`config.mk`:
```
export PLATFORM = sky130hd
export DESIGN_NAME = sensor_ctrl_regs
export DESIGN_NICKNAME = d
export VERILOG_FILES = /design/src/rtl/sensor_dma_pkg.sv /design/src/rtl/sensor_ctrl_regs.sv
export SDC_FILE = /design/constraint.sdc
export NUM_CORES = 1
export LEC_CHECK = 0
export BUFFER_PORTS_ARGS = -buffer_cell sky130_fd_sc_hd__clkbuf_2
export CORE_UTILIZATION = 25
export CTS_CLUSTER_DIAMETER = 120
export CTS_CLUSTER_SIZE = 12
export DETAILED_ROUTE_END_ITERATION = 8
export PLACE_DENSITY = 0.44
export SYNTH_ARGS = -nofsm -noshare
export SYNTH_HDL_FRONTEND = slang
export SYNTH_SLANG_ARGS = --single-unit
export TNS_END_PERCENT = 100
```
`constraint.sdc`:
```
create_clock -name WBs_CLK_i -period 1.9 [get_ports WBs_CLK_i]
set_input_delay 0.38 -clock WBs_CLK_i [delete_from_list [all_inputs] [get_ports WBs_CLK_i]]
set_output_delay 0.38 -clock WBs_CLK_i [all_outputs]
set_load 0.03 [all_outputs]
```
`src/rtl/sensor_dma_pkg.sv`:
```
package sensor_dma_pkg;

    localparam int DATA_W = 32;  // One bus word
    localparam int ADDR_W = 10;  // Byte address

    // Host request that the host holds until the acknowledge
    typedef struct packed {
        logic [ADDR_W-3:0] adr;          // Word address
        logic              cyc_regs;     // Register bank
        logic              cyc_dma_reg;  // DMA register bank
        logic              cyc_dma_dat;  // FIFO data port
        logic              stb;
        logic              we;
        logic [3:0]        byte_stb;
        logic [DATA_W-1:0] dat;
    } wb_req_t;

    // Decoded register within the active bank
    typedef enum logic [3:0] {
        SEL_NONE,
        SEL_DEV_ID,
        SEL_REV,
        SEL_FIFO_RST,
        SEL_SENSOR_EN,
        SEL_OVERRUN,
        SEL_DMA_EN,
        SEL_DMA_STS,
        SEL_DMA_IRQ_EN
    } reg_sel_e;

    // All writable registers are single-bit controls
    typedef struct packed {
        logic     wr_en;
        reg_sel_e sel;
        logic     dat0;
    } reg_wr_t;

    typedef struct packed {
        logic        sensor_en;
        logic        overrun;
        logic [15:0] overrun_cnt;
    } ctrl_status_t;

    typedef struct packed {
        logic dma_en;
        logic done;
        logic irq_en;
    } dma_status_t;

    // Register bank byte offsets
    localparam logic [ADDR_W-1:0] DEV_ID_OFS     = 10'h000;
    localparam logic [ADDR_W-1:0] REV_OFS        = 10'h004;
    localparam logic [ADDR_W-1:0] FIFO_RST_OFS   = 10'h008;
    localparam logic [ADDR_W-1:0] SENSOR_EN_OFS  = 10'h00C;
    localparam logic [ADDR_W-1:0] OVERRUN_OFS    = 10'h010;

    // DMA register bank byte offsets
    localparam logic [ADDR_W-1:0] DMA_EN_OFS     = 10'h000;
    localparam logic [ADDR_W-1:0] DMA_STS_OFS    = 10'h004;
    localparam logic [ADDR_W-1:0] DMA_IRQ_EN_OFS = 10'h008;

    localparam logic [DATA_W-1:0] DEVICE_ID      = 32'h0ADC0001;
    localparam logic [DATA_W-1:0] REV_NUM        = 32'h00000100;
    localparam logic [DATA_W-1:0] DEFAULT_READ   = 32'hFABDEFAC;  // Unmapped addresses

endpackage

```
`src/rtl/sensor_ctrl_regs.sv`:
```
`timescale 1ns/1ps
module sensor_ctrl_regs (
    input  logic                         WBs_CLK_i,
    input  logic                         FIFO_Flush,
    input  sensor_dma_pkg::reg_wr_t      reg_wr_i,
    input  logic                         overrun_i,
    output logic                         sensor_en_o,
    output logic                         flush_o,
    output sensor_dma_pkg::ctrl_status_t sts_o
);

    logic        sensor_en_wr;
    logic        fifo_rst_wr;
    logic        overrun_q;
    logic [15:0] overrun_cnt_q;

    assign sensor_en_wr = reg_wr_i.wr_en & (reg_wr_i.sel == sensor_dma_pkg::SEL_SENSOR_EN);
    assign fifo_rst_wr  = reg_wr_i.wr_en & (reg_wr_i.sel == sensor_dma_pkg::SEL_FIFO_RST);

    always_ff @(posedge WBs_CLK_i or posedge FIFO_Flush)
    begin
        if (FIFO_Flush)
        begin
            sensor_en_o <= 1'b0;
            flush_o     <= 1'b0;
        end
        else
        begin
            if (sensor_en_wr)
                sensor_en_o <= reg_wr_i.dat0;
            flush_o <= fifo_rst_wr & reg_wr_i.dat0;  // One-cycle pulse
        end
    end

    // Sticky flag and wrapping count of dropped pushes
    always_ff @(posedge WBs_CLK_i or posedge FIFO_Flush)
    begin
        if (FIFO_Flush)
        begin
            overrun_q     <= 1'b0;
            overrun_cnt_q <= '0;
        end
        else if (flush_o)
        begin
            overrun_q     <= 1'b0;
            overrun_cnt_q <= '0;
        end
        else if (overrun_i)
        begin
            overrun_q     <= 1'b1;
            overrun_cnt_q <= overrun_cnt_q + 16'd1;
        end
    end

    assign sts_o.sensor_en   = sensor_en_o;
    assign sts_o.overrun     = overrun_q;
    assign sts_o.overrun_cnt = overrun_cnt_q;

endmodule

```
==> impl_metrics.py <==
metrics = {
    "status": {
        "outcome": "completed",
    },
    "route": {
        "drc_errors": 0,
        "drtIter0Drc": 25,
        "antenna_left": 0,
        "drt_wl_total_mm": 1.91,
        "dr.pass1.iters": 4,
        "vias_per_cell": 4.31,
        "vias": 746,
        "wl_per_cell_microns": 11.0,
    },
    "grt": {
        "antenna_found_initial": 0,
        "gr-usage-all-layers": 0.107,
        "grt_pass1_wl_mm": 3.48,
        "first_global_vias": 779,
        "gr-total-overflow": 0,
        "grt_max_degree": 20,
    },
    "place": {
        "port_buffers": 28,
        "gp_congestion": 0.737,
        "place_area_sq_um": 1190,
        "dpl.hpwl_mm": 1.47,
    },
    "setup_path": {
        "max_stage_delay_ns": 0.44,
        "cp-end-kind": "flop",
        "slowest_stage": "dfrtp_1",
        "cp.arrival_ns": 1.65,
        "crit_type": "flop to flop",
        "crit_path_cell_trace": "ha_1 -> nand4_4 -> nor4_4 -> xnor2_1 -> nor2_1",
        "cp.required_ns": 2.04,
        "crit_path_max_fanout": 7,
        "startpoint_type": "flop",
    },
    "power": {
        "power_frac_comb": 0.336,
        "ir_drop_v": 0.000588,
        "powerDensity_nw_per_um2": 1080,
        "p_leak_nw": 0.581,
        "seqPwrFrac": 0.456,
        "switching_share": 0.416,
        "p_total_mw": 1.33,
        "pwr-share-clk": 0.208,
        "p_switching_mw": 0.553,
        "internal-power_mw": 0.777,
    },
    "timing": {
        "rsz0062_at_grt": "no",
        "fin_skew_ns": 0.00260,
        "clock.fmax_ghz": 0.664,
        "max_slew_margin": 0.755,
        "worst_pin_slew_ns": 0.365,
        "period_minus_slack_ns": 1.51,
        "hold_viol": 0,
        "setup_viol": 0,
        "final-max-slew-violation-count": 0,
        "fin_setup_tns_ns": 0,
        "fin_crit_sh": 0.792,
    },
    "synthesis": {
        "ys_ff_latch": 19,
        "synth.avg_cell_area_sq_um": 10.5,
        "ys_seq_area_frac": 0.471,
        "synth-main-ff-cell": "dfrtp_1",
        "synth_top_area_frac": 0.471,
        "synth_edf_count": 0,
        "ys_types": 33,
        "synth_nets": 106,
        "async_flop_share": 1.00,
        "syn_area_sq_um": 1010,
        "synth.area.top_cells": "dfrtp_1, xnor2_1, nor2_1",
        "yosys.area.top_type": "dfrtp_1",
        "ys_warn_count": 0,
        "syn_inst": 96,
    },
    "floorplanning": {
        "ios": 29,
        "die_x_microns": 65.5,
        "die_area_sq_um": 4290,
        "core-area_sq_um": 3770,
        "start_util": 0.267,
        "die_y_microns": 65.5,
        "std_cell_rows": 22,
    },
    "clock_network": {
        "cts_root_buf": "clkbuf_8",
        "clockBufferDepth": 2,
        "h-tree-depth": 1,
        "hold_buffers": 0,
        "post_cts_buffers": 0,
        "cts_tree": "built",
        "clk_pin_slew_ns": 0.07,
        "clk_latency_ns": 0.25,
        "numCtsBuffers": 3,
        "numClockSinks": 19,
        "cts_resized": 0,
    },
    "finish": {
        "nets": 136,
        "fin_area_sq_um": 1230,
        "drive_gt1_frac": 0.360,
        "diodes": 0,
        "area_delta_synth_final_pct": 22.5,
    },
    "min_path": {
        "min_path_type": "input port to asynchronous set/reset pin",
    },
    "job": {
        "maxCapViolCount": 0,
    },
}
-- path summary, 6_finish.rpt --
path                                   from                 to  slack, ns  cells past startpoint
max in group asynchronous        FIFO_Flush  overrun_cnt_q[10]       1.58                      3
max                        overrun_cnt_q[0]  overrun_cnt_q[14]       0.39                      5
min reg2reg                       overrun_q          overrun_q       0.51                      2
min                              FIFO_Flush        sensor_en_o       0.12                      3
max reg2reg                overrun_cnt_q[0]  overrun_cnt_q[14]       0.39                      5
min in group WBs_CLK_i          reg_wr_i[0]            flush_o       0.36                      3
-- flip-flops by register name, indices dropped and copies added, names as in the netlist --
name           flops
sensor_en_o        1
overrun_cnt_q     16
overrun_q          1
flush_o            1
-- area by class of cell --
cell class                      instances  area, sq um
Fill cell                             394         2540
Multi-Input combinational cell         68          484
Sequential cell                        19          475
Timing Repair Buffer                   30          155
Tap cell                               48         60.1
Clock buffer                            4         45.0
Inverter                                4         15.0
-- cells in the mapped netlist, drive strengths merged (2+ instances only) --
cell type and number:
a21oi 2, nand2 7, nor4 4, dfrtp 19, inv 4, mux2 2
xnor2 9, nor3 4, buf 4, nand4 3, xor2 3, nand3 6
nor2 20
-- power by group through the flow --
stage               combinational (mW)  sequential (mW)  clock, mW
finish                           0.447            0.607      0.277
floorplan                        0.196            0.747          0
global route                     0.487            0.624      0.312
detailed placement               0.453            0.616          0
global placement                 0.452            0.613          0
CTS                              0.454            0.609      0.295
-- routing by layer --
| layer | vias to the layer above | part of all wire | wire length, microns | GRT usage |
|---|---|---|---|---|
| met5 | - | 0 | 0 | 0 |
| met4 | 0 | 0.0037 | 7 | 0.0163 |
| met2 | 26 | 0.45 | 855 | 0.169 |
| met1 | 341 | 0.48 | 923 | 0.140 |
| li1 | 377 | - | - | - |
| met3 | 2 | 0.065 | 125 | 0.0399 |
-- logic make-up (layout without fill, tap and decap cells) --
kind of cell,after synthesis,count (layout),synth area share
xor gates and xnor gates,12,12,0.104
DFF,19,19,0.471
muxes,3,3,0.0360
AOI/OAI and AO/OA,4,4,0.0223
buffers and inverters,9,38,0.0484
and+or+nand+nor,48,48,0.305
adders and majority gates,1,1,0.0124
-- per-stage QoR --
step                hold WS [ns]  cells  worst slack (ns)  utilization
CTS                        0.125    173             0.373        0.327
global placement           0.403    169             0.349        0.316
floorplan                  0.331     96             0.276            -
global route               0.144    173             0.262        0.327
detailed placement         0.406    169             0.315        0.316
finish                     0.116    173             0.394        0.327
-- layout by cell type (no fill, tap or decap), types with 3 or more instances in the layout --
master    instances
clkbuf_2         28
clkbuf_8          3
dfrtp_1          19
inv_1             4
nand2_1           6
nand3_1           3
nor2_1           20
nor3_1            3
xnor2_1           9
xor2_1            3
-- worst max-delay path, delay by kind of cell, from the launching register on --
kind,cells,cell delay [ns]
fa+ha+maj,1,0.24
simple gates,3,0.57
xor+xnor,1,0.14
flops,1,0.44
Note: power is estimated with default switching activity, not from simulation.
