==> src/rtl/sensor_dma_pkg.sv <==
package sensor_dma_pkg;

    localparam int DATA_W = 32;  // One bus word
    localparam int ADDR_W = 10;  // Byte address

    // Host request that the host holds until the acknowledge
    typedef struct packed {
        logic [ADDR_W-3:0] adr;          // Word address
        logic              cyc_regs;     // Register bank
        logic              cyc_dma_reg;  // DMA register bank
        logic              cyc_dma_dat;  // FIFO data port
        logic              stb;
        logic              we;
        logic [3:0]        byte_stb;
        logic [DATA_W-1:0] dat;
    } wb_req_t;

    // Decoded register within the active bank
    typedef enum logic [3:0] {
        SEL_NONE,
        SEL_DEV_ID,
        SEL_REV,
        SEL_FIFO_RST,
        SEL_SENSOR_EN,
        SEL_OVERRUN,
        SEL_DMA_EN,
        SEL_DMA_STS,
        SEL_DMA_IRQ_EN
    } reg_sel_e;

    // All writable registers are single-bit controls
    typedef struct packed {
        logic     wr_en;
        reg_sel_e sel;
        logic     dat0;
    } reg_wr_t;

    typedef struct packed {
        logic        sensor_en;
        logic        overrun;
        logic [15:0] overrun_cnt;
    } ctrl_status_t;

    typedef struct packed {
        logic dma_en;
        logic done;
        logic irq_en;
    } dma_status_t;

    // Register bank byte offsets
    localparam logic [ADDR_W-1:0] DEV_ID_OFS     = 10'h000;
    localparam logic [ADDR_W-1:0] REV_OFS        = 10'h004;
    localparam logic [ADDR_W-1:0] FIFO_RST_OFS   = 10'h008;
    localparam logic [ADDR_W-1:0] SENSOR_EN_OFS  = 10'h00C;
    localparam logic [ADDR_W-1:0] OVERRUN_OFS    = 10'h010;

    // DMA register bank byte offsets
    localparam logic [ADDR_W-1:0] DMA_EN_OFS     = 10'h000;
    localparam logic [ADDR_W-1:0] DMA_STS_OFS    = 10'h004;
    localparam logic [ADDR_W-1:0] DMA_IRQ_EN_OFS = 10'h008;

    localparam logic [DATA_W-1:0] DEVICE_ID      = 32'h0ADC0001;
    localparam logic [DATA_W-1:0] REV_NUM        = 32'h00000100;
    localparam logic [DATA_W-1:0] DEFAULT_READ   = 32'hFABDEFAC;  // Unmapped addresses

endpackage

==> src/rtl/wb_reg_decode.sv <==
`timescale 1ns/1ps
module wb_reg_decode (
    input  logic                                WBs_CLK_i,
    input  logic                                FIFO_Flush,
    input  sensor_dma_pkg::wb_req_t             req_i,
    input  sensor_dma_pkg::ctrl_status_t        ctrl_sts_i,
    input  sensor_dma_pkg::dma_status_t         dma_sts_i,
    output logic                                ack_o,
    output sensor_dma_pkg::reg_wr_t             reg_wr_o,
    output logic                                pop_o,
    output logic [sensor_dma_pkg::DATA_W-1:0]   reg_rd_o,
    output logic [sensor_dma_pkg::DATA_W-1:0]   dma_reg_rd_o
);

    localparam int AW = sensor_dma_pkg::ADDR_W;
    localparam int DW = sensor_dma_pkg::DATA_W;

    logic                     ack_nxt;
    logic                     any_cyc;
    sensor_dma_pkg::reg_sel_e sel;

    assign any_cyc = req_i.cyc_regs | req_i.cyc_dma_reg | req_i.cyc_dma_dat;
    assign ack_nxt = any_cyc & req_i.stb & ~ack_o;  // New request only

    always_ff @(posedge WBs_CLK_i or posedge FIFO_Flush)
    begin
        if (FIFO_Flush)
        begin
            ack_o <= 1'b0;
            pop_o <= 1'b0;
        end
        else
        begin
            ack_o <= ack_nxt;
            // Head word stays visible through the ack cycle and leaves at its end
            pop_o <= ack_nxt & req_i.cyc_dma_dat & ~req_i.we;
        end
    end

    // Word address decode within the selected bank
    always_comb
    begin
        sel = sensor_dma_pkg::SEL_NONE;
        if (req_i.cyc_regs)
        begin
            if (req_i.adr == sensor_dma_pkg::DEV_ID_OFS[AW-1:2])
                sel = sensor_dma_pkg::SEL_DEV_ID;
            else if (req_i.adr == sensor_dma_pkg::REV_OFS[AW-1:2])
                sel = sensor_dma_pkg::SEL_REV;
            else if (req_i.adr == sensor_dma_pkg::FIFO_RST_OFS[AW-1:2])
                sel = sensor_dma_pkg::SEL_FIFO_RST;
            else if (req_i.adr == sensor_dma_pkg::SENSOR_EN_OFS[AW-1:2])
                sel = sensor_dma_pkg::SEL_SENSOR_EN;
            else if (req_i.adr == sensor_dma_pkg::OVERRUN_OFS[AW-1:2])
                sel = sensor_dma_pkg::SEL_OVERRUN;
        end
        else if (req_i.cyc_dma_reg)
        begin
            if (req_i.adr == sensor_dma_pkg::DMA_EN_OFS[AW-1:2])
                sel = sensor_dma_pkg::SEL_DMA_EN;
            else if (req_i.adr == sensor_dma_pkg::DMA_STS_OFS[AW-1:2])
                sel = sensor_dma_pkg::SEL_DMA_STS;
            else if (req_i.adr == sensor_dma_pkg::DMA_IRQ_EN_OFS[AW-1:2])
                sel = sensor_dma_pkg::SEL_DMA_IRQ_EN;
        end
    end

    // Writes land on the edge that raises ack and need byte lane 0
    assign reg_wr_o.wr_en = ack_nxt & req_i.we & req_i.byte_stb[0]
                          & (sel != sensor_dma_pkg::SEL_NONE);
    assign reg_wr_o.sel   = sel;
    assign reg_wr_o.dat0  = req_i.dat[0];

    always_comb
    begin
        case (sel)
            sensor_dma_pkg::SEL_DEV_ID:    reg_rd_o = sensor_dma_pkg::DEVICE_ID;
            sensor_dma_pkg::SEL_REV:       reg_rd_o = sensor_dma_pkg::REV_NUM;
            sensor_dma_pkg::SEL_FIFO_RST:  reg_rd_o = '0;  // Self-clearing
            sensor_dma_pkg::SEL_SENSOR_EN: reg_rd_o = {{(DW-1){1'b0}}, ctrl_sts_i.sensor_en};
            sensor_dma_pkg::SEL_OVERRUN:
                reg_rd_o = {ctrl_sts_i.overrun_cnt, {(DW-17){1'b0}}, ctrl_sts_i.overrun};
            default:                       reg_rd_o = sensor_dma_pkg::DEFAULT_READ;
        endcase
    end

    always_comb
    begin
        case (sel)
            sensor_dma_pkg::SEL_DMA_EN:     dma_reg_rd_o = {{(DW-1){1'b0}}, dma_sts_i.dma_en};
            sensor_dma_pkg::SEL_DMA_STS:    dma_reg_rd_o = {{(DW-1){1'b0}}, dma_sts_i.done};
            sensor_dma_pkg::SEL_DMA_IRQ_EN: dma_reg_rd_o = {{(DW-1){1'b0}}, dma_sts_i.irq_en};
            default:                        dma_reg_rd_o = sensor_dma_pkg::DEFAULT_READ;
        endcase
    end

endmodule

==> config.mk <==
export PLATFORM = sky130hd
export DESIGN_NAME = wb_reg_decode
export DESIGN_NICKNAME = d
export VERILOG_FILES = /design/src/rtl/sensor_dma_pkg.sv /design/src/rtl/wb_reg_decode.sv
export SDC_FILE = /design/constraint.sdc
export NUM_CORES = 1
export LEC_CHECK = 0
export ABC_AREA = 1
export BUFFER_PORTS_ARGS = -buffer_cell sky130_fd_sc_hd__buf_4
export CAP_MARGIN = 15
export CELL_PAD_IN_SITES_DETAIL_PLACEMENT = 0
export CELL_PAD_IN_SITES_GLOBAL_PLACEMENT = 2
export CORE_MARGIN = 5
export CORE_UTILIZATION = 11
export CTS_BUF_LIST = sky130_fd_sc_hd__clkbuf_2
export DETAILED_ROUTE_END_ITERATION = 8
export PLACE_DENSITY = 0.79
export SLEW_MARGIN = 15
export SYNTH_ARGS = -nofsm -noshare
export SYNTH_HDL_FRONTEND = slang
export SYNTH_SLANG_ARGS = --single-unit
==> constraint.sdc <==
create_clock -name WBs_CLK_i -period 3 [get_ports WBs_CLK_i]
set_input_delay 0.6 -clock WBs_CLK_i [delete_from_list [all_inputs] [get_ports WBs_CLK_i]]
set_output_delay 0.6 -clock WBs_CLK_i [all_outputs]
set_load 0.02 [all_outputs]
==> reports/results.tsv <==
metric	value	unit
synth unique cells	22	
DR vias	1101	
Final nets	306	
syn_area_per_cell	5.74	um^2
synth warn	0	
Worst R2R End	pop_o	
DR pass1 iterations	4	
Clock Sinks	2	
GRT Overall Usage	5.17	%
Row Count	33	
CTS tree	built	
PortBufs	95	
final setup skew	0.00126	ns
FF-to-FF setup slack	2.07	ns
grt ovf	0	
Final ANT Viol Nets	0	
required time of the critical path	2.40	ns
ant diodes	0	
Final Hold Fails	0	
fraction of layout cells with a size suffix above 1	50.4	%
crit path launch type	input pin	
core footprint	8300	um^2
Die Y	103	um
Via density	3.27	
cts repair resizes	0	
Critical R2R Launch	ack_o	
cts hold-fix bufs	0	
DRC violations left	0	
post-synth top area share	35.7	%
setup_tns	0	ns
sequential share of the synthesized area	5.28	%
synthesis-to-layout area growth	61.0	%
fin crit share	88.7	%
largest net degree at the start of global routing	24	
overall die width	103	um
Crit Path Class	in2out	
HP Class	in2async	
Multi-input gate area	500	um^2
WL final	3160	um
post-synthesis register bit count	2	
Initial Util	11.4	%
Setup crit end kind	output port	
Ports	144	
first-pass GRT wire length	4400	um
P per Cell Area	111	nW/um^2
RSZ-0062 raised after global routing	false	
vias in the first global route	1009	
routed len/inst	9.39	um
CTS buffer count	3	
Max-Cap Viols	0	
Slew Viols, Final	0	
VDD IR max	0.0945	mV
fill count	949	
Routability Congestion	0.683	
Synth area leader	buf_4	
Post-CTS Setup Bufs	0	
Longest Clk Path Bufs	2	
total power	0.170	mW
Root Driver	clkbuf_2	
number of DRC markers in iteration 0	24	
initial antenna violation count	0	
FF+latch area	50.0	um^2
endpoints failing setup	0	
hpwl dp	2830	um
clock slew at reported path FFs	0.03	ns
reg2reg path depth	3	
top post-synthesis cells by area	buf_4, nand2_1, inv_1	
peak fanout along the critical path	10	
status	completed	
cell area after synthesis	947	um^2
die area	10600	um^2
Leak Pwr	0.853	nW
post-synthesis cell count	165	
CP arrival	2.06	ns
min cycle time layout	2.66	ns
later-pin clock latency in the skew report	0.20	ns
fmax	0.376	GHz
H-tree depth	1	
## state kept, by name (all words and copies together), names as in the netlist
signal / cells
ack_o: 1
pop_o: 1
## Yosys cell counts, drive strengths merged
cell type / instances
nand2: 58
buf: 46
inv: 22
nor2: 17
nand3: 11
a21oi: 2
dfrtp: 2
nor3: 2
a21boi: 1
conb: 1
nand3b: 1
nand4: 1
nor3b: 1
## per-stage QoR
| step | instances | utilization, % | hold slack (ns) | cell area (um^2) | setup slack, ns |
|---|---|---|---|---|---|
| 2_1_floorplan | 176 | - | 0.341 | 988 | 0.111 |
| 3_3_place_gp | 334 | 18.2 | 0.460 | 1510 | 0.290 |
| 3_5_place_dp | 334 | 18.2 | 0.464 | 1510 | 0.265 |
| 4_1_cts | 337 | 18.4 | 0.236 | 1530 | 0.260 |
| 5_1_grt | 337 | 18.4 | 0.245 | 1530 | 0.0743 |
| 6_report | 337 | 18.4 | 0.251 | 1530 | 0.340 |
## area by class of cell
type / count / share of cell area, %
timing repair buffer: 99 / 48.7
multi-input combinational: 106 / 32.8
tap: 105 / 8.61
inverter: 22 / 5.58
sequential: 2 / 3.28
clock buffer: 3 / 0.984
## cell families after synthesis
kind of cell           after synthesis  synth area share, %
buffers and inverters               68                 46.2
other                                1                0.396
and+or+nand+nor                     91                 46.2
AOI/OAI and AO/OA                    3                 1.85
DFF                                  2                 5.28
## cells in the final DEF (no fill, tap or decap), types with 2 or more instances in the layout
cell,instances
buf_4,99
nand2_1,52
inv_1,19
nor2_1,15
conb_1,12
nand3_1,8
nand2_2,4
nand3_2,3
clkbuf_2,3
inv_2,2
nand2_4,2
a21oi_1,2
dfrtp_1,2
## critical path, stage by stage
cell and delay (ns):
buf_4 0.11, inv_1 0.07, nand2_1 0.07, nor2_1 0.17, nand3_2 0.15, nand2_1 0.11, nor2_1 0.06, nand3_1 0.09
nand3_2 0.15, inv_1 0.26, buf_4 0.20
## per-layer routing
layer  share of wire, %  up-vias  global-route usage [%]
li1                   -      570                       -
met4               0.76        0                    1.79
met5                  0        -                       0
met3                 17        2                    1.29
met1                 36      456                    5.70
met2                 46       73                    9.58
## power by group
group / switching [mW] / internal, mW
logic: 0.0507 / 0.0450
registers: 0.000823 / 0.0287
clock network: 0.0181 / 0.0266
## worst max path at each step
stage                     startpoint               end  slack [ns]
after floorplan            req_i[40]  dma_reg_rd_o[10]        0.11
after global placement     req_i[44]       reg_rd_o[7]        0.29
after detailed placement   req_i[44]      reg_rd_o[15]        0.27
after CTS                  req_i[44]      reg_rd_o[15]        0.26
after global routing       req_i[44]      reg_rd_o[15]        0.07
final                      req_i[44]      reg_rd_o[15]        0.34
(Power assumes the default switching activity.)
