### src/rtl/sensor_dma_pkg.sv
package sensor_dma_pkg;

    localparam int DATA_W = 32;  // One bus word
    localparam int ADDR_W = 10;  // Byte address

    // Host request that the host holds until the acknowledge
    typedef struct packed {
        logic [ADDR_W-3:0] adr;          // Word address
        logic              cyc_regs;     // Register bank
        logic              cyc_dma_reg;  // DMA register bank
        logic              cyc_dma_dat;  // FIFO data port
        logic              stb;
        logic              we;
        logic [3:0]        byte_stb;
        logic [DATA_W-1:0] dat;
    } wb_req_t;

    // Decoded register within the active bank
    typedef enum logic [3:0] {
        SEL_NONE,
        SEL_DEV_ID,
        SEL_REV,
        SEL_FIFO_RST,
        SEL_SENSOR_EN,
        SEL_OVERRUN,
        SEL_DMA_EN,
        SEL_DMA_STS,
        SEL_DMA_IRQ_EN
    } reg_sel_e;

    // All writable registers are single-bit controls
    typedef struct packed {
        logic     wr_en;
        reg_sel_e sel;
        logic     dat0;
    } reg_wr_t;

    typedef struct packed {
        logic        sensor_en;
        logic        overrun;
        logic [15:0] overrun_cnt;
    } ctrl_status_t;

    typedef struct packed {
        logic dma_en;
        logic done;
        logic irq_en;
    } dma_status_t;

    // Register bank byte offsets
    localparam logic [ADDR_W-1:0] DEV_ID_OFS     = 10'h000;
    localparam logic [ADDR_W-1:0] REV_OFS        = 10'h004;
    localparam logic [ADDR_W-1:0] FIFO_RST_OFS   = 10'h008;
    localparam logic [ADDR_W-1:0] SENSOR_EN_OFS  = 10'h00C;
    localparam logic [ADDR_W-1:0] OVERRUN_OFS    = 10'h010;

    // DMA register bank byte offsets
    localparam logic [ADDR_W-1:0] DMA_EN_OFS     = 10'h000;
    localparam logic [ADDR_W-1:0] DMA_STS_OFS    = 10'h004;
    localparam logic [ADDR_W-1:0] DMA_IRQ_EN_OFS = 10'h008;

    localparam logic [DATA_W-1:0] DEVICE_ID      = 32'h0ADC0001;
    localparam logic [DATA_W-1:0] REV_NUM        = 32'h00000100;
    localparam logic [DATA_W-1:0] DEFAULT_READ   = 32'hFABDEFAC;  // Unmapped addresses

endpackage

### src/rtl/dma_ctrl_regs.sv
`timescale 1ns/1ps
module dma_ctrl_regs #(
    parameter int LEVEL_W         = 10,
    parameter int DMA_START_LEVEL = 255
) (
    input  logic                        WBs_CLK_i,
    input  logic                        FIFO_Flush,
    input  sensor_dma_pkg::reg_wr_t     reg_wr_i,
    input  logic                        dma_done_i,
    input  logic                        dma_clr_i,
    input  logic [LEVEL_W-1:0]          level_i,
    output logic                        dma_en_o,
    output logic                        dma_start_o,
    output logic                        dma_irq_o,
    output sensor_dma_pkg::dma_status_t sts_o
);

    logic en_wr;
    logic sts_wr;
    logic irq_en_wr;
    logic done_q;
    logic irq_en_q;

    assign en_wr     = reg_wr_i.wr_en & (reg_wr_i.sel == sensor_dma_pkg::SEL_DMA_EN);
    assign sts_wr    = reg_wr_i.wr_en & (reg_wr_i.sel == sensor_dma_pkg::SEL_DMA_STS);
    assign irq_en_wr = reg_wr_i.wr_en & (reg_wr_i.sel == sensor_dma_pkg::SEL_DMA_IRQ_EN);

    always_ff @(posedge WBs_CLK_i or posedge FIFO_Flush)
    begin
        if (FIFO_Flush)
        begin
            dma_en_o <= 1'b0;
            done_q   <= 1'b0;
            irq_en_q <= 1'b0;
        end
        else
        begin
            // Software write beats the clear input
            if (en_wr)
                dma_en_o <= reg_wr_i.dat0;
            else if (dma_clr_i)
                dma_en_o <= 1'b0;

            // Done from the DMA engine beats a status write
            if (dma_done_i)
                done_q <= 1'b1;
            else if (sts_wr)
                done_q <= reg_wr_i.dat0;

            if (irq_en_wr)
                irq_en_q <= reg_wr_i.dat0;
        end
    end

    // Start once enough words are buffered
    assign dma_start_o = (level_i > LEVEL_W'(DMA_START_LEVEL)) & dma_en_o;
    assign dma_irq_o   = done_q & irq_en_q;

    assign sts_o.dma_en = dma_en_o;
    assign sts_o.done   = done_q;
    assign sts_o.irq_en = irq_en_q;

endmodule

### config.mk
export PLATFORM = sky130hd
export DESIGN_NAME = dma_ctrl_regs
export DESIGN_NICKNAME = d
export VERILOG_FILES = /design/src/rtl/sensor_dma_pkg.sv /design/src/rtl/dma_ctrl_regs.sv
export SDC_FILE = /design/constraint.sdc
export NUM_CORES = 1
export LEC_CHECK = 0
export ABC_AREA = 1
export ABC_CLOCK_PERIOD_IN_PS = 1600
export BUFFER_PORTS_ARGS = -buffer_cell sky130_fd_sc_hd__buf_4
export CAP_MARGIN = 20
export CORE_AREA = 2 2 39 41
export CTS_CLUSTER_SIZE = 14
export DETAILED_ROUTE_END_ITERATION = 12
export DIE_AREA = 0 0 41 43
export PLACE_DENSITY_LB_ADDON = 0.05
export SLEW_MARGIN = 15
export SYNTH_ARGS = -nofsm -noshare
export SYNTH_HDL_FRONTEND = slang
export SYNTH_SLANG_ARGS = --single-unit
### constraint.sdc
create_clock -name WBs_CLK_i -period 1.6 [get_ports WBs_CLK_i]
set_input_delay 0.24 -clock WBs_CLK_i [delete_from_list [all_inputs] [get_ports WBs_CLK_i]]
set_output_delay 0.24 -clock WBs_CLK_i [all_outputs]
set_load 0.01 [all_outputs]
==> results.sh, run 1 <==
export IMPL_final_common_cell="buf_4"
export IMPL_maxCapViolCount=0
export IMPL_max_vdd_ir_drop_mv=0.183
export IMPL_tightest_slew_ns=0.160
export IMPL_tritoncts="yes"
export IMPL_startpoint_type="register"
export IMPL_io_pins=26
export IMPL_routed_wl_um=531
export IMPL_synthCells=34
export IMPL_cp_arrival_ns=0.87
export IMPL_syn_num_nets=54
export IMPL_synth_cell_types=8
export IMPL_rsz0062_at_grt="false"
export IMPL_diodes=0
export IMPL_gp_congestion=0.617
export IMPL_worstPathRequired_ns=1.36
export IMPL_crit_path_start="dma_en_o"
export IMPL_swShare=0.259
export IMPL_seq_area_frac_synth=0.349
export IMPL_p_sw_w=0.0000759
export IMPL_leakage_nw=0.220
export IMPL_synth_top_area_cell="dfrtp_1"
export IMPL_p_clk_frac=0.459
export IMPL_core_area_um2=1380
export IMPL_die_x_um=41
export IMPL_yosys_warnings=0
export IMPL_fin_setup_tns_ns=0
export IMPL_nets=74
export IMPL_period_needed_ns=1.11
export IMPL_outcome="finished clean"
export IMPL_drive_gt1_frac=0.396
export IMPL_dieArea_um2=1760
export IMPL_worstHoldPathType="input pin to register"
export IMPL_r2r_start="dma_en_o"
export IMPL_die_y_um=43
export IMPL_path_cells="inv_1, nor2_1, buf_4"
export IMPL_start_util=0.156
export IMPL_end_kind="primary output"
export IMPL_drc=0
export IMPL_p_seq_frac=0.298
export IMPL_final_cell_mix="buf_4, nand2_1, inv_1"
export IMPL_grt_ovfl_total=0
export IMPL_netlist_top_cells_area="dfrtp_1, nand2_1, inv_1"
export IMPL_synth_seq_cells=3
export IMPL_vias=244
export IMPL_post_cts_resized=0
export IMPL_clock_path_buffers=2
export IMPL_cp_max_fo=3
export IMPL_cts_sinks=3
export IMPL_intPower_w=0.000217
export IMPL_antenna_left=0
export IMPL_syn2layout_area_growth_pct=75.0
export IMPL_hold_viol=0
export IMPL_avgSynthCellArea_um2=6.33
export IMPL_drt_iter0_markers=6
export IMPL_vias_per_cell=3.54
export IMPL_syn_area_um2=215
export IMPL_slew_headroom=0.893
export IMPL_cts_inserted_buffers=3
export IMPL_timing_fmax_mhz=898
export IMPL_reg2reg_slack_ns=0.89
export IMPL_grt_pass1_vias=238
export IMPL_crit_slowest_cell="dfrtp_1"
export IMPL_slowest_delay_ns=0.36
export IMPL_grt_max_degree=6
export IMPL_total_power_w=0.000293
export IMPL_insertion_delay_ns=0.23
export IMPL_routedWlPerCell_um=7.70
export IMPL_root_buffer="clkbuf_4"
export IMPL_hp_start="dma_done_i"
export IMPL_grt_pass1_wl_um=855
export IMPL_crit_type="register to primary output"
export IMPL_setup_viol=0
export IMPL_powerDensity_nw_per_um2=778
export IMPL_path_clk_slew_ns=0.04
export IMPL_htreeDepth=1
export IMPL_std_cell_rows=14
export IMPL_port_buffers=17
export IMPL_synth_top_area_frac=0.349
export IMPL_comb_power_share=0.243
export IMPL_drt_pass1_iterations=2
export IMPL_drv_slew=0
export IMPL_antenna_found_initial=0
export IMPL_finClkSkew_ns=0
export IMPL_finalCritPeriodShare=0.696
export IMPL_gr_usage_all_layers=0.0803
==> routing by layer <==
layer / vias to the layer above / share of wire / global-route usage
li1: 137 / - / -
met1: 97 / 0.40 / 0.0868
met2: 10 / 0.52 / 0.100
met3: 0 / 0.083 / 0
met4: 0 / 0 / 0.140
met5: - / 0 / 0
==> synth_stat cells <==
master,instances
nor2_2,1
nand2_1,9
inv_1,7
nand3_1,4
nor2_1,5
buf_4,3
dfrtp_1,3
nand4_1,2
==> path summary, 6_finish.rpt <==
kind,to,cells past startpoint
max in group asynchronous,dma_en_o,3
min,done_q,3
max reg2reg,dma_en_o,4
min in group asynchronous,irq_en_q,3
max,dma_start_o,3
min reg2reg,irq_en_q,2
==> per-stage QoR <==
stage | setup WS [ns] | area, µm² | hold slack, ns | util | std cells
after floorplan | 0.731 | 215 | -0.00636 | - | 34
after global placement | 0.737 | 340 | 0.120 | 0.246 | 64
after detailed placement | 0.720 | 340 | 0.118 | 0.246 | 64
after CTS | 0.463 | 377 | 0.211 | 0.272 | 69
after global routing | 0.397 | 377 | 0.225 | 0.272 | 69
final | 0.487 | 377 | 0.215 | 0.272 | 69
==> sequential cells by signal, indices dropped and copies added (netlist names) <==
name	count
done_q	1
irq_en_q	1
dma_en_o	1
==> critical path: cells and delay by family, from the launching register on <==
family | cells | cell delay, ns
AND/OR/NAND/NOR | 1 | 0.10
buffers and inverters | 2 | 0.18
flip-flops | 1 | 0.36
==> final cells by class <==
type / instances / area, µm²
sequential: 3 / 75.1
timing repair buffer: 18 / 138
tap: 16 / 20.0
multi-input combinational: 21 / 91.3
fill: 165 / 1010
inverter: 7 / 26.3
clock buffer: 4 / 26.3
==> power groups by stage <==
stage	clock network (W)	registers [W]	logic, W
6_report	0.000135	0.0000874	0.0000712
5_1_grt	0.000146	0.0000887	0.0000808
4_1_cts	0.000141	0.0000877	0.0000728
3_5_place_dp	0	0.0000886	0.0000708
3_3_place_gp	0	0.0000883	0.0000696
2_1_floorplan	0	0.0000875	0.0000339
==> cells by family (layout without fill, tap and decap cells) <==
logic type    Yosys count  after routing  synth area share
flops                   3              3             0.349
buf+inv                10             29             0.227
simple gates           21             21             0.424
==> repair_timing <==
item,in CTS,in global routing
setup buffers,0,0
hold buffers,1,0
endpoints found under the hold margin,3,0
No activity file was read; power rests on OpenSTA's default activity.
==> run 2, diff against run 1 <==
Settings changed: ABC_CLOCK_PERIOD_IN_PS 1600 to 1000.
Clock period 1.6 ns to 1 ns, I/O delays scaled along.
==> run 2 against run 1 <==
The flow now finishes with violations (setup timing). Worst hold slack worse by 0.090 ns. Via count up 12%. Worst setup slack got worse by 0.52 ns. Sequential share of layout area decreased by 2.5 points. Clock power up 59%. Count of clock-buffer cells in the layout did not move. Sequential power up 60%. Core utilization rose by 4.0 points. Wire length grew 11%.
==> results.sh, run 2 (synthesis gave the netlist of run 1 again) <==
export IMPL_final_common_cell="buf_4"
export IMPL_fin_setup_tns_ns=-0.0456
export IMPL_clock_path_buffers=2
export IMPL_cp_top_family="flip-flops"
export IMPL_r2r_start="dma_en_o"
export IMPL_drive_gt1_frac=0.492
export IMPL_vias=274
export IMPL_grt_ovfl_total=0
export IMPL_grtUsageMet3=0
export IMPL_leakage_nw=0.250
export IMPL_gp_congestion=0.617
export IMPL_tightest_slew_ns=0.158
export IMPL_routedWlPerCell_um=7.83
export IMPL_violations="setup timing"
export IMPL_multiInputGateArea_um2=93.8
export IMPL_worstSetupPathDepth=2
export IMPL_dieArea_um2=1760
export IMPL_crit_buf_inv=2
export IMPL_gr_usage_all_layers=0.0863
export IMPL_slowest_delay_ns=0.39
export IMPL_cts_inserted_buffers=3
export IMPL_total_power_w=0.000506
export IMPL_grt_pass1_vias=262
export IMPL_crit_slowest_cell="dfrtp_1"
export IMPL_end_kind="primary output"
export IMPL_timing_rr_end="dma_en_o"
export IMPL_whs_ns=0.125
export IMPL_max_vdd_ir_drop_mv=0.297
export IMPL_startpoint_type="register"
export IMPL_antenna_left=0
export IMPL_port_buffers=17
export IMPL_antenna_found_initial=0
export IMPL_slew_headroom=0.894
export IMPL_final_cell_mix="buf_4, nand2_1, inv_1"
export IMPL_outcome="finished with violations"
export IMPL_syn2layout_area_growth_pct=101
export IMPL_worstPathRequired_ns=0.85
export IMPL_tritoncts="yes"
export IMPL_powerDensity_nw_per_um2=1170
export IMPL_routed_wl_um=587
export IMPL_setup_ws_ns=-0.0291
export IMPL_cp_arrival_ns=0.88
export IMPL_use_met1=0.0900
export IMPL_maxCapViolCount=0
export IMPL_timing_fmax_mhz=972
export IMPL_diodes=0
export IMPL_die_y_um=43
export IMPL_met2_usage=0.116
export IMPL_n_fill_cell=162
export IMPL_crit_type="register to primary output"
export IMPL_path_cells="buf_4, buf_6"
export IMPL_grt_max_degree=6
export IMPL_setup_viol=2
export IMPL_drt_iter0_markers=5
export IMPL_worstHoldPathType="input pin to register"
export IMPL_die_x_um=41
export IMPL_grt_pass1_wl_um=938
export IMPL_nets=80
export IMPL_cts_sinks=3
export IMPL_drc=0
export IMPL_path_clk_slew_ns=0.04
export IMPL_dp_cells=64
export IMPL_crit_path_start="dma_en_o"
export IMPL_hold_viol=0
export IMPL_start_util=0.156
export IMPL_grt_busiest_layer="met4"
export IMPL_finalCritPeriodShare=1.03
export IMPL_io_pins=26
export IMPL_drv_slew=0
export IMPL_period_needed_ns=1.03
export IMPL_core_area_um2=1380
export IMPL_reg2reg_slack_ns=0.09
export IMPL_stdcell_count=75
export IMPL_insertion_delay_ns=0.23
export IMPL_std_cell_rows=14
export IMPL_htreeDepth=1
export IMPL_regArea_um2=75.1
export IMPL_finClkSkew_ns=0
export IMPL_crit_path_end="dma_en_o"
export IMPL_pre_cts_slack_ns=0.210
export IMPL_vias_per_cell=3.65
export IMPL_rsz0062_at_grt="true"
export IMPL_drt_pass1_iterations=4
export IMPL_worstRegToRegCells=6
export IMPL_root_buffer="clkbuf_4"
export IMPL_top_regs="dma_en_o (1), done_q (1), irq_en_q (1)"
export IMPL_cp_max_fo=3
## run 2: cell types whose count changed in the layout (fill, tap and decap cells not counted)
cell / change
nor2_1: -1
nor2_2: +1
inv_1: -1
inv_2: +1
buf_4: +4
buf_6: +2
## run 2: worst min-delay path by stage
| stage | startpoint | endpoint | depth (start not counted) |
|---|---|---|---|
| after floorplan | FIFO_Flush | dma_en_o | 1 |
| final | dma_done_i | done_q | 3 |
| after global routing | dma_done_i | done_q | 3 |
| after detailed placement | FIFO_Flush | dma_en_o | 2 |
| after global placement | FIFO_Flush | dma_en_o | 2 |
| after CTS | dma_done_i | done_q | 3 |
## run 2: stage by stage
stage                     instance area (µm²)   util
after floorplan                           215      -
after global placement                    340  0.246
after detailed placement                  340  0.246
after CTS                                 403  0.291
after global routing                      432  0.312
final                                     432  0.312
## run 2: routing by layer
metal  vias to the layer above  wire, µm
met5                         -         0
met4                         0         0
met3                         0        43
met2                        12       311
met1                       112       232
li1                        150         -
## run 2: worst min-delay path, delay by kind of cell
| family | cells | cell delay [ns] |
|---|---|---|
| and+or+nand+nor | 1 | 0.07 |
| buffers and inverters | 2 | 0.10 |
## run 2: area by class of cell
| cell class | instances | share of cell area |
|---|---|---|
| timing repair buffer | 24 | 0.441 |
| tap | 16 | 0.0464 |
| sequential | 3 | 0.174 |
| inverter | 7 | 0.0609 |
| multi-input combinational | 21 | 0.217 |
| clock buffer | 4 | 0.0609 |
## run 2: what timing repair did
action / 4_1_cts / 5_1_grt
setup endpoints to repair: 2 / 2
gates resized for setup: 1 / 3
endpoints found under the hold margin: 3 / 0
cloned: 0 / 0
hold buffers: 1 / 0
pin swaps: 2 / 2
buffers inserted: 3 / 3
## run 2: power breakdown
| part | leakage, nW | switching, W | internal, W |
|---|---|---|---|
| Combinational | 0.199 | 0.0000569 | 0.0000946 |
| Sequential | 0.0355 | 0.00000735 | 0.000132 |
| Clock | 0.0150 | 0.0000657 | 0.000150 |
==> run 3, diff against run 2 <==
Settings changed: PLACE_DENSITY_LB_ADDON 0.05 to default.
==> run 3 against run 2 <==
Via count decreased by 0.73%. Clock power about the same. Highest routed layer is now met4. Final cell count decreased by 1.3%. Die area unchanged. The flow still finishes with violations (setup timing). Global-route usage decreased by 0.50 points.
==> results.sh, run 3 (synthesis gave the netlist of run 1 again) <==
export IMPL_outcome="finished with violations"
export IMPL_violations="setup timing"
export IMPL_std_cell_rows=14
export IMPL_hold_viol=0
export IMPL_total_power_w=0.000504
export IMPL_rsz0062_at_grt="true"
export IMPL_setup_viol=1
export IMPL_nets=79
export IMPL_reg2reg_slack_ns=0.08
export IMPL_gp_congestion=0.711
export IMPL_core_area_um2=1380
export IMPL_grt_max_degree=6
export IMPL_worstHoldPathType="input pin to register"
export IMPL_path_cells="inv_2, nor2_2, buf_4"
export IMPL_grt_pass1_vias=251
export IMPL_end_kind="primary output"
export IMPL_worstRegToRegCells=6
export IMPL_fin_setup_tns_ns=-0.0104
export IMPL_slew_headroom=0.897
export IMPL_grt_pass1_wl_um=876
export IMPL_tightest_slew_ns=0.154
export IMPL_holdPathEnd="done_q"
export IMPL_cts_inserted_buffers=3
export IMPL_top_regs="dma_en_o (1), done_q (1), irq_en_q (1)"
export IMPL_n_fill_cell=157
export IMPL_grt_ovfl_total=0
export IMPL_r2r_start="dma_en_o"
export IMPL_drv_slew=0
export IMPL_drt_pass1_iterations=4
export IMPL_final_cell_mix="buf_4, nand2_1, inv_1"
export IMPL_die_y_um=43
export IMPL_timing_rr_end="dma_en_o"
export IMPL_setup_ws_ns=-0.0104
export IMPL_crit_slowest_cell="dfrtp_1"
export IMPL_die_x_um=41
export IMPL_insertion_delay_ns=0.23
export IMPL_root_buffer="clkbuf_4"
export IMPL_startpoint_type="register"
export IMPL_drc=0
export IMPL_final_common_cell="buf_4"
export IMPL_finClkSkew_ns=0
export IMPL_dp_hpwl_um=419
export IMPL_vias=272
export IMPL_diodes=0
export IMPL_antenna_left=0
export IMPL_leakage_nw=0.243
export IMPL_port_buffers=17
export IMPL_cts_sinks=3
export IMPL_crit_type="register to primary output"
export IMPL_antenna_found_initial=0
export IMPL_dieArea_um2=1760
export IMPL_hold_depth=3
export IMPL_hp_start="dma_done_i"
export IMPL_period_needed_ns=1.01
export IMPL_routed_wl_um=545
export IMPL_start_util=0.156
export IMPL_cp_arrival_ns=0.86
export IMPL_syn2layout_area_growth_pct=95.3
export IMPL_htreeDepth=1
export IMPL_max_vdd_ir_drop_mv=0.283
export IMPL_cp_top_family="flip-flops"
export IMPL_powerDensity_nw_per_um2=1200
export IMPL_io_pins=26
export IMPL_finalCritPeriodShare=1.01
export IMPL_slowest_delay_ns=0.39
export IMPL_cp_max_fo=3
export IMPL_routedWlPerCell_um=7.36
export IMPL_drt_iter0_markers=3
export IMPL_tritoncts="yes"
export IMPL_worstPathRequired_ns=0.85
export IMPL_vias_per_cell=3.68
export IMPL_pre_cts_slack_ns=0.226
export IMPL_timing_fmax_mhz=990
export IMPL_crit_buf_inv=2
export IMPL_path_clk_slew_ns=0.04
export IMPL_drive_gt1_frac=0.483
export IMPL_clock_path_buffers=2
export IMPL_gr_usage_all_layers=0.0813
export IMPL_maxCapViolCount=0
run 3: cell types whose count changed in the layout (fill, tap and decap cells not counted):
cell | before | now
buf_6 | 2 | 1
run 3: worst register-to-register path: stages, from the launching register on:
cell and delay (ns):
dfrtp_1 0.37, inv_2 0.05, buf_4 0.12, buf_4 0.12, nor2_1 0.09, nand2_1 0.06, nand2_1 0.05
run 3: worst max path at each step:
stage / from / to / slack (ns) / cells past startpoint
5_1_grt: dma_en_o / dma_start_o / -0.07 / 3
2_1_floorplan: dma_en_o / dma_start_o / 0.22 / 2
3_3_place_gp: dma_en_o / dma_start_o / 0.23 / 3
3_5_place_dp: dma_en_o / dma_start_o / 0.23 / 3
6_report: dma_en_o / dma_start_o / -0.01 / 3
4_1_cts: dma_en_o / dma_start_o / -0.02 / 3
run 3: through the flow:
step	area, µm²	hold WS, ns	instances	utilization
CTS	403	0.116	72	0.291
detailed placement	340	0.0248	64	0.246
global placement	340	0.0269	64	0.246
floorplan	215	-0.0964	34	-
global route	420	0.135	74	0.304
finish	420	0.119	74	0.304
run 3: area by class of cell:
class	count	area, µm²	area share
tap	16	20.0	0.0476
inverter	7	26.3	0.0625
clock buffer	4	26.3	0.0625
timing repair buffer	23	179	0.426
multi-input combinational	21	93.8	0.223
sequential	3	75.1	0.179
run 3: what timing repair did:
action | CTS | global route
buffers inserted | 3 | 2
setup endpoints to repair | 2 | 2
hold endpoints to repair | 3 | 0
pin swaps | 2 | 2
resized for setup | 1 | 2
hold buffers | 1 | 0
run 3: per-layer routing:
layer | routed length (µm) | global-route usage | vias to the layer above
met4 | 14 | 0.100 | 0
met5 | 0 | 0 | -
met3 | 64 | 0.0366 | 2
li1 | - | - | 147
met2 | 259 | 0.103 | 16
met1 | 205 | 0.0836 | 107
run 3: power by group:
group          switching [W]  internal (W)
registers         0.00000747      0.000132
clock network      0.0000648      0.000150
logic              0.0000570     0.0000931
total               0.000129      0.000375
